### src/design/ecc_pkg.sv
package ecc_pkg;

  localparam int DATA_W = 32;
  localparam int ECC_W  = 7;
  localparam int CODE_W = DATA_W + ECC_W;
  localparam int SYND_W = ECC_W - 1;   // Bit 6 is the overall parity.

  typedef logic [DATA_W-1:0] data_t;
  typedef logic [ECC_W-1:0]  ecc_t;
  typedef logic [CODE_W-1:0] code_t;   // {ecc, data}.
  typedef logic [SYND_W-1:0] syndrome_t;

  // Data bit i sits at the (i+1)-th non power of two Hamming position,
  // mask j collects the data bits whose position has bit j set.
  localparam data_t CHECK_MASK [SYND_W] = '{
    32'h56aa_ad5b,
    32'h9b33_366d,
    32'he3c3_c78e,
    32'h03fc_07f0,
    32'h03ff_f800,
    32'hfc00_0000
  };

endpackage

### src/design/mem_geom_pkg.sv
package mem_geom_pkg;

  import ecc_pkg::*;

  localparam int NUM_ADDR   = 1024;
  localparam int ADDR_W     = $clog2(NUM_ADDR);
  localparam int NUM_ROWS   = 256;
  localparam int ROW_W      = $clog2(NUM_ROWS);
  localparam int NUM_LANES  = 4;
  localparam int LANE_W     = $clog2(NUM_LANES);
  localparam int SRAM_DELAY = 2;   // Read latency in cycles.

  typedef logic [ADDR_W-1:0] addr_t;   // {row, lane}.
  typedef logic [ROW_W-1:0]  row_t;
  typedef logic [LANE_W-1:0] lane_t;

  // Lane k occupies bits k*CODE_W upward.
  typedef logic [NUM_LANES*CODE_W-1:0] row_word_t;

endpackage

### src/design/read_tracker.sv
`timescale 1ns/10ps

module read_tracker import mem_geom_pkg::*; (
  input  logic  clk,
  input  logic  arst_n,
  input  logic  read,
  input  lane_t lane,
  input  row_t  row,
  output logic  trk_vld,
  output lane_t trk_lane,
  output row_t  trk_row
);

  logic [SRAM_DELAY-1:0] vld_q;
  lane_t                 lane_q [SRAM_DELAY];
  row_t                  row_q  [SRAM_DELAY];

  always_ff @(posedge clk or negedge arst_n) begin
    if (!arst_n) begin
      vld_q <= '0;
    end else begin
      vld_q <= {vld_q[SRAM_DELAY-2:0], read};
    end
  end

  // Address stages only move with a valid read behind them.
  always_ff @(posedge clk) begin
    if (read) begin
      lane_q[0] <= lane;
      row_q[0]  <= row;
    end
    for (int k = 1; k < SRAM_DELAY; k++) begin
      if (vld_q[k-1]) begin
        lane_q[k] <= lane_q[k-1];
        row_q[k]  <= row_q[k-1];
      end
    end
  end

  assign trk_vld  = vld_q[SRAM_DELAY-1];
  assign trk_lane = lane_q[SRAM_DELAY-1];
  assign trk_row  = row_q[SRAM_DELAY-1];

  a_vld_known: assert property (@(posedge clk) disable iff (!arst_n) !$isunknown(trk_vld))
    else $error("read_tracker: trk_vld unknown");

endmodule

### config.mk
export PLATFORM = sky130hd
export DESIGN_NAME = read_tracker
export DESIGN_NICKNAME = d
export VERILOG_FILES = /design/src/design/ecc_pkg.sv /design/src/design/mem_geom_pkg.sv /design/src/design/read_tracker.sv
export SDC_FILE = /design/constraint.sdc
export NUM_CORES = 1
export LEC_CHECK = 0
export ABC_AREA = 0
export BUFFER_PORTS_ARGS = -buffer_cell sky130_fd_sc_hd__clkbuf_2
export CELL_PAD_IN_SITES_DETAIL_PLACEMENT = 0
export CELL_PAD_IN_SITES_GLOBAL_PLACEMENT = 1
export CORE_ASPECT_RATIO = 0.75
export CORE_MARGIN = 1
export CORE_UTILIZATION = 35
export DETAILED_ROUTE_END_ITERATION = 7
export PLACE_DENSITY = 0.76
export SETUP_SLACK_MARGIN = 0.15
export SYNTH_ARGS = -nofsm -noshare
export SYNTH_HDL_FRONTEND = slang
export SYNTH_SLANG_ARGS = --single-unit
### constraint.sdc
create_clock -name clk -period 1.02 [get_ports clk]
set_clock_uncertainty 0.15 [all_clocks]
set_input_delay 0.153 -clock clk [delete_from_list [all_inputs] [get_ports clk]]
set_output_delay 0.153 -clock clk [all_outputs]
set_load 0.01 [all_outputs]
## Yosys cells after proc, flatten, opt, wreduce, memory -nomap -nowiden

Memory sizes are Yosys's and may differ from the RTL's.
Cells that the tools add are included.

- $add $sub $neg: 0
- $mul: 0
- Divide/modulo/power cells: 0
- Magnitude comparators: 0
- Equality and inequality tests: 0
- Shift-type cells: 0
- Multiplexer cells: 4
- Bitwise operators: 0
- Reductions and logical operators: 0

Operators by type and width:

| kind | number |
|---|---|
| 1-bit two-way mux | 4 |

- Bits in registers: 2
- Latch bits: 0
- Bits in writable memories: 20
- Memory bits (read-only): 0
- Bits of input ports: 13
- Output and inout bits: 11
- Word-level logic and storage cells: 7
- Memories: 2

Memories:

| memory | depth | bits a word | read ports | clocked after Yosys merged registers in | write ports | line | source |
|---|---|---|---|---|---|---|---|
| row_q | 2 | 8 | 2 | 0 | 2 | read_tracker.sv:16 | `row_t row_q [SRAM_DELAY];` |
| lane_q | 2 | 2 | 2 | 0 | 2 | read_tracker.sv:15 | `lane_t lane_q [SRAM_DELAY];` |

## Depth between registers and ports, before layout

Gate-level depths: netlist of the first run.

- Depth in word-level cells: 2
- Gate-level depth with buffers: 1
- Depth with buffers taken out: 0

## Worst setup path after synthesis of the first run

No wires, ideal clock.

- Kind: register to register
- Start: register vld_q[0]
- End: memory lane_q[0][2] (netlist name), enable pin
- Setup time: 0.340 ns
- Arrival time: 0.503 ns
- Data required time: 0.530 ns
- Path slack: 0.027 ns
- Stages on the path, launching flop included: 1
- Path buffers: 0
- Path through: dfrtp_1

RTL lines:

| what | line | source |
|---|---|---|
| start: declaration | read_tracker.sv:14 | `logic [SRAM_DELAY-1:0] vld_q;` |
| start signal: assignment | read_tracker.sv:22 | `vld_q <= {vld_q[SRAM_DELAY-2:0], read};` |
| end: declaration | read_tracker.sv:15 |  |

==> flow_summary_export.csv, run 1 <==
group,metric,value,unit
worst_setup_path,setup.worst_path.class,"register to output pin",
cts,clk_pin_slew,0.11,ns
worst_setup_path,setup.worst_path.start,"row_q[0][12]$_DFFE_PP_",
place,io_buffers,23,
synth,synth-seq-cells,22,
synth,yosys.cell_types.count,3,
synth,synth_xor_area_share,0,%
pwr,max-vdd-ir-drop,1.23,mV
routing,drc,0,
floorplan,fp.dieH,41.4,µm
synth,synth_area_leader_cell,"edfxtp_1",
synth,synth-edff-count,20,
synth,synth_simple_gate_area_share,0,%
cts,worst_skew_pair.late_latency,0.30,ns
grt,grt_pass1_vias,347,
grt,antenna_found_initial,0,
cts,postCtsHoldBufs,11,
worst_setup_path,cp_max_fo,1,
synth,synth.mux.area_fraction,0,%
timing,final_critical_path_setup_slack,-0.130,ns
synth,ys_top_cells_by_area,"edfxtp_1 (83%), buf_4 (10%), dfrtp_1 (6.9%)",
floorplan,placement_rows,13,
cts,cts.sink_count,22,
final_layout,multiInputGateArea,0,µm²
timing,tightest_slew,0.249,ns
grt,grt_max_degree,14,
synth,syn_nets,45,
timing,finalCritPeriodShare,113,%
worst_setup_path,critical-path-top-delay-family,"flip-flops",
min_path,min-delay-path-class,"primary input to register",
grt,grt_overflow_total,0,
worst_setup_path,worst_r2r_startpoint,"vld_q[0]$_DFF_PN0_",
pwr,power_leakage,0.400,nW
synth,synthAdderAreaFrac,0,%
outcome,failed_checks,"negative hold slack, negative setup slack",
worst_setup_path,crit_required,0.72,ns
timing,timing.final.crit_period,1.15,ns
cts,cts-htree-levels,1,
worst_setup_path,reg2reg_setup_slack,0.08,ns
synth,syn_area,726,µm²
synth,most_frequent_cells_after_synthesis,"edfxtp_1 (20), buf_4 (10), dfrtp_1 (2)",
timing,rsz0062_at_grt,"true",
pwr,pwr_density_cell,1900,nW/µm²
synth,dominant_cell_by_count_in_the_synthesized_netlist,"edfxtp_1",
routing,num_vias,335,
cts,cts-root-buf,"clkbuf_4",
routing,route.detailed.wl_per_inst,10.9,µm
routing,drtPass1Iterations,3,
floorplan,die_w,54.6,µm
grt,grt_util_all_layers,9.92,%
cts,cts.path.max_buffers,2,
synth,synth_top_family_by_area,"buffers and inverters",
outcome,status,"complete, but fails checks",
floorplan,ioPinCount,24,
worst_setup_path,regToRegEndpoint,"lane_q[0][3]$_DFFE_PP_",
routing,via_per_instance_ratio,3.99,
routing,detail-route-antenna-nets,0,
worst_setup_path,worstSetupEndpoint,"trk_row[4]",
worst_setup_path,endpoint_kind,"output pin",
synth,seq_area_frac_synth,89.7,%
synth,ys.flop_type,"edfxtp_1",
synth,synth-compound-area-share,0,%
routing,first_iter_violations,8,
place,place.gp.congestion,0.689,
timing,maxSlewViolCount,0,
worst_setup_path,slowest_stage,"edfxtp_1",
synth,avgSynthCellArea,22.7,µm²
floorplan,initial_utilization,39.5,%
grt,grt_first_pass_wirelength,1.46,mm
timing,slew-limit-headroom,83.4,%
synth,yosys_warnings,0,
cts,cts_tree,"done",
floorplan,core_footprint,1840,µm²
final_layout,drive_above_1_share,48.4,%
worst_setup_path,reg2regPathDepth,1,
synth,synth_largest_type_area_fraction,82.8,%
worst_setup_path,setup_crit_start_kind,"register",
timing,achievable-frequency,870,MHz
final_layout,layout.nets,76,
timing,finalHoldViolCount,2,
worst_setup_path,crit_chain,"clkbuf_2",
timing,setup_viol,11,
job,cap_violations,0,
final_layout,n_antenna_cell,0,
timing,worst_hold_margin,-0.0265,ns
routing,route.final.wire_length,914,µm
final_layout,multi_input_gates,0,
synth,synth_async_sr_flop_share,9.09,%
worst_setup_path,cp_num_buf_inv,1,
final_layout,filler_cell_count,156,
cts,cts_made_buffers,3,
final_layout,sequential_cell_area,652,µm²
synth,postSynthCellCount,32,
worst_setup_path,worst-endpoint-arrival,0.85,ns
final_layout,area.growth.synth_to_final,35.0,%
worst_setup_path,worst-path-stages,1,
worst_setup_path,critPathMaxStageDelay,0.40,ns
pwr,finalPower,1.86,mW
floorplan,die-area,2260,µm²
[power by group]
| part | switching (mW) | internal (mW) |
|---|---|---|
| combinational | 0.0583 | 0.0749 |
| clock | 0.242 | 0.397 |
| sequential | 0.0221 | 1.07 |
[timing repair]
action | CTS | global route
resized for setup | 3 | 0
pin swaps | 0 | 0
endpoints found under the setup margin | 21 | 21
hold endpoints to repair | 13 | 2
setup buffers | 2 | 0
[final cells by class]
cell class	instances	area share [%]
clock inverters	1	3.07
repair buffers	36	25.3
clock buffers	3	2.30
well taps	22	2.81
flip-flops and latches	22	66.5
[cell families (layout without fill, tap and decap cells)]
kind of cell	after synthesis	after routing
flip-flops	22	22
buffers and inverters	10	40
[stage by stage]
step	utilization, %	instances	setup slack (ns)	TNS (ns)	area [µm²]
6_report	53.3	84	-0.130	-1.05	980
5_1_grt	53.3	84	-0.173	-1.52	980
4_1_cts	53.3	84	-0.142	-1.17	980
3_5_place_dp	43.2	67	0.0702	0	795
3_3_place_gp	43.2	67	0.0881	0	795
2_1_floorplan	-	32	0.115	0	727
[sequential cells by signal (all words and copies together) (netlist names)]
signal,count
lane_q,4
row_q,16
vld_q,2
[worst min-delay path by stage]
stage / depth (start not counted) / endpoint / startpoint / slack, ns
5_1_grt: 1 / vld_q[0]$_DFF_PN0_ / read / -0.02
3_3_place_gp: 1 / vld_q[1]$_DFF_PN0_ / arst_n / -0.21
4_1_cts: 1 / vld_q[0]$_DFF_PN0_ / read / -0.02
6_report: 1 / vld_q[0]$_DFF_PN0_ / read / -0.03
3_5_place_dp: 1 / vld_q[1]$_DFF_PN0_ / arst_n / -0.21
2_1_floorplan: 0 / vld_q[0]$_DFF_PN0_ / arst_n / -0.29
[layer usage]
layer | share of wire (%) | vias up | wire length [µm] | track usage (%)
li1 | - | 166 | - | -
met1 | 41 | 149 | 373 | 11.2
met2 | 51 | 18 | 463 | 14.2
met3 | 6.2 | 2 | 57 | 5.49
met4 | 2.1 | 0 | 19 | 6.15
met5 | 0 | - | 0 | 0
[placed cells by master, fill, tap and decap left out]
| master | count |
|---|---|
| clkbuf_2 | 23 |
| edfxtp_1 | 20 |
| dlygate4sd3_1 | 11 |
| clkbuf_4 | 3 |
| buf_6 | 2 |
| bufinv_16 | 1 |
| dfrtp_2 | 1 |
| dfrtp_1 | 1 |
No activity file was read; power rests on OpenSTA's default activity.
==> inputs of run 2 (changes only) <==
BUFFER_PORTS_ARGS = not set   (was -buffer_cell sky130_fd_sc_hd__clkbuf_2)
CORE_ASPECT_RATIO = not set   (was 0.75)
CORE_UTILIZATION = 43   (was 35)
DONT_BUFFER_PORTS = 1   (was not set)
PLACE_DENSITY = 0.74   (was 0.76)
==> flow_summary_export.csv, run 2 (synthesis results as in run 1) <==
group,metric,value,unit
place,dpl.cell_count,38,
grt,grt_first_pass_wirelength,1.21,mm
cts,cts.path.max_buffers,2,
routing,drtPass1Iterations,2,
final_layout,filler_cell_count,118,
final_layout,layout_top_registers,"row_q: 16 flops, lane_q: 4 flops, vld_q: 2 flops",
floorplan,fp.dieH,43.1,µm
timing,final_critical_path_setup_slack,-0.0261,ns
routing,drc,0,
final_layout,multi_input_gates,0,
final_layout,regMostFlops,"row_q",
timing,setup_viol,10,
final_layout,layout.nets,53,
pwr,power_leakage,0.291,nW
final_layout,largest_reg_flops,16,
cts,postCtsHoldBufs,11,
worst_setup_path,setup.worst_path.start,"row_q[0][11]$_DFFE_PP_",
timing,finalCritPeriodShare,103,%
timing,setup_tns,-0.177,ns
final_layout,layout_commonest_cell,"edfxtp_1",
final_layout,multiInputGateArea,0,µm²
routing,first_iter_violations,2,
worst_setup_path,crit_required,0.72,ns
routing,route.final.wire_length,811,µm
final_layout,sequential_cell_area,652,µm²
grt,grt_pass1_vias,283,
cts,clk_pin_slew,0.10,ns
grt,antenna_found_initial,0,
place,io_buffers,0,
outcome,failed_checks,"negative hold slack, negative setup slack",
final_layout,drive_above_1_share,15.4,%
min_path,min_delay_path_depth,0,
place,place.gp.congestion,0.652,
final_layout,final_cell_mix,"edfxtp_1 (20), dlygate4sd3_1 (11), clkbuf_4 (3)",
timing,tightest_slew,0.139,ns
floorplan,initial_utilization,47.1,%
outcome,status,"complete, but fails checks",
min_path,min-delay-path-class,"primary input to register",
cts,cts_tree,"done",
pwr,max-vdd-ir-drop,1.19,mV
cts,cts-htree-levels,1,
routing,num_vias,275,
worst_setup_path,regToRegEndpoint,"row_q[0][10]$_DFFE_PP_",
timing,worst_hold_margin,-0.271,ns
grt,grt_overflow_total,0,
min_path,hold_end,"vld_q[0]$_DFF_PN0_",
grt,grt_max_degree,13,
cts,cts-root-buf,"clkbuf_4",
floorplan,core_footprint,1540,µm²
final_layout,finalInstanceArea,831,µm²
timing,achievable-frequency,956,MHz
floorplan,placement_rows,14,
cts,cts.sink_count,22,
floorplan,die-area,1860,µm²
timing,slew-limit-headroom,90.7,%
worst_setup_path,reg2reg_setup_slack,0.08,ns
cts,cts_made_buffers,3,
final_layout,area.growth.synth_to_final,14.5,%
worst_setup_path,endpoint_kind,"output pin",
pwr,pwr_density_cell,1850,nW/µm²
worst_setup_path,cp_max_fo,1,
worst_setup_path,reg2regPathDepth,1,
min_path,hp-start,"read",
timing,maxSlewViolCount,0,
timing,timing.final.crit_period,1.05,ns
worst_setup_path,worst_r2r_startpoint,"vld_q[0]$_DFF_PN0_",
routing,route.detailed.wl_per_inst,14.7,µm
final_layout,finish.cell_count_without_fillers,55,
place,placed_cell_area,672,µm²
routing,detail-route-antenna-nets,0,
routing,via_per_instance_ratio,5.00,
floorplan,die_w,43.1,µm
job,cap_violations,0,
worst_setup_path,setup_crit_start_kind,"register",
worst_setup_path,setup.worst_path.class,"register to output pin",
timing,rsz0062_at_grt,"true",
final_layout,n_antenna_cell,0,
grt,grt_util_all_layers,10.0,%
timing,finalHoldViolCount,13,
floorplan,ioPinCount,24,
cts,worst_skew_pair.late_latency,0.29,ns
worst_setup_path,worst-endpoint-arrival,0.74,ns
## run 2: per-layer routing
metal  wire length (µm)  track usage, %
met5                  0               0
met4                 34            10.9
met3                 80            2.55
met2                385            16.1
met1                312            9.62
## run 2: layout make-up
type | count | share of cell area [%]
clock buffer | 4 | 3.16
sequential | 22 | 78.5
tap | 16 | 2.41
timing repair buffer | 13 | 16.0
## run 2: worst max-delay path by stage
stage	to	cells past startpoint
3_5_place_dp	row_q[0][14]$_DFFE_PP_	0
4_1_cts	trk_row[3]	0
3_3_place_gp	row_q[0][14]$_DFFE_PP_	0
2_1_floorplan	lane_q[0][2]$_DFFE_PP_	0
5_1_grt	trk_row[3]	0
6_report	trk_row[3]	0
## run 2: repair_timing
item	4_1_cts	5_1_grt
buffers inserted	2	0
gates resized for setup	3	0
hold endpoints to repair	23	13
endpoints found under the setup margin	21	21
## run 2: metrics by stage
stage	util (%)	total power [mW]	setup WS, ns
floorplan	-	1.18	0.115
finish	53.9	1.54	-0.0261
CTS	53.9	1.55	-0.0447
detailed placement	43.6	1.14	0.0846
global route	53.9	1.58	-0.0537
global placement	43.6	1.14	0.0940
## run 2: where the power goes
group | switching, mW | internal, mW | total (mW)
Clock | 0.219 | 0.152 | 0.371
Combinational | 0.0140 | 0.0354 | 0.0494
Sequential | 0.0474 | 1.07 | 1.12
Total | 0.280 | 1.26 | 1.54
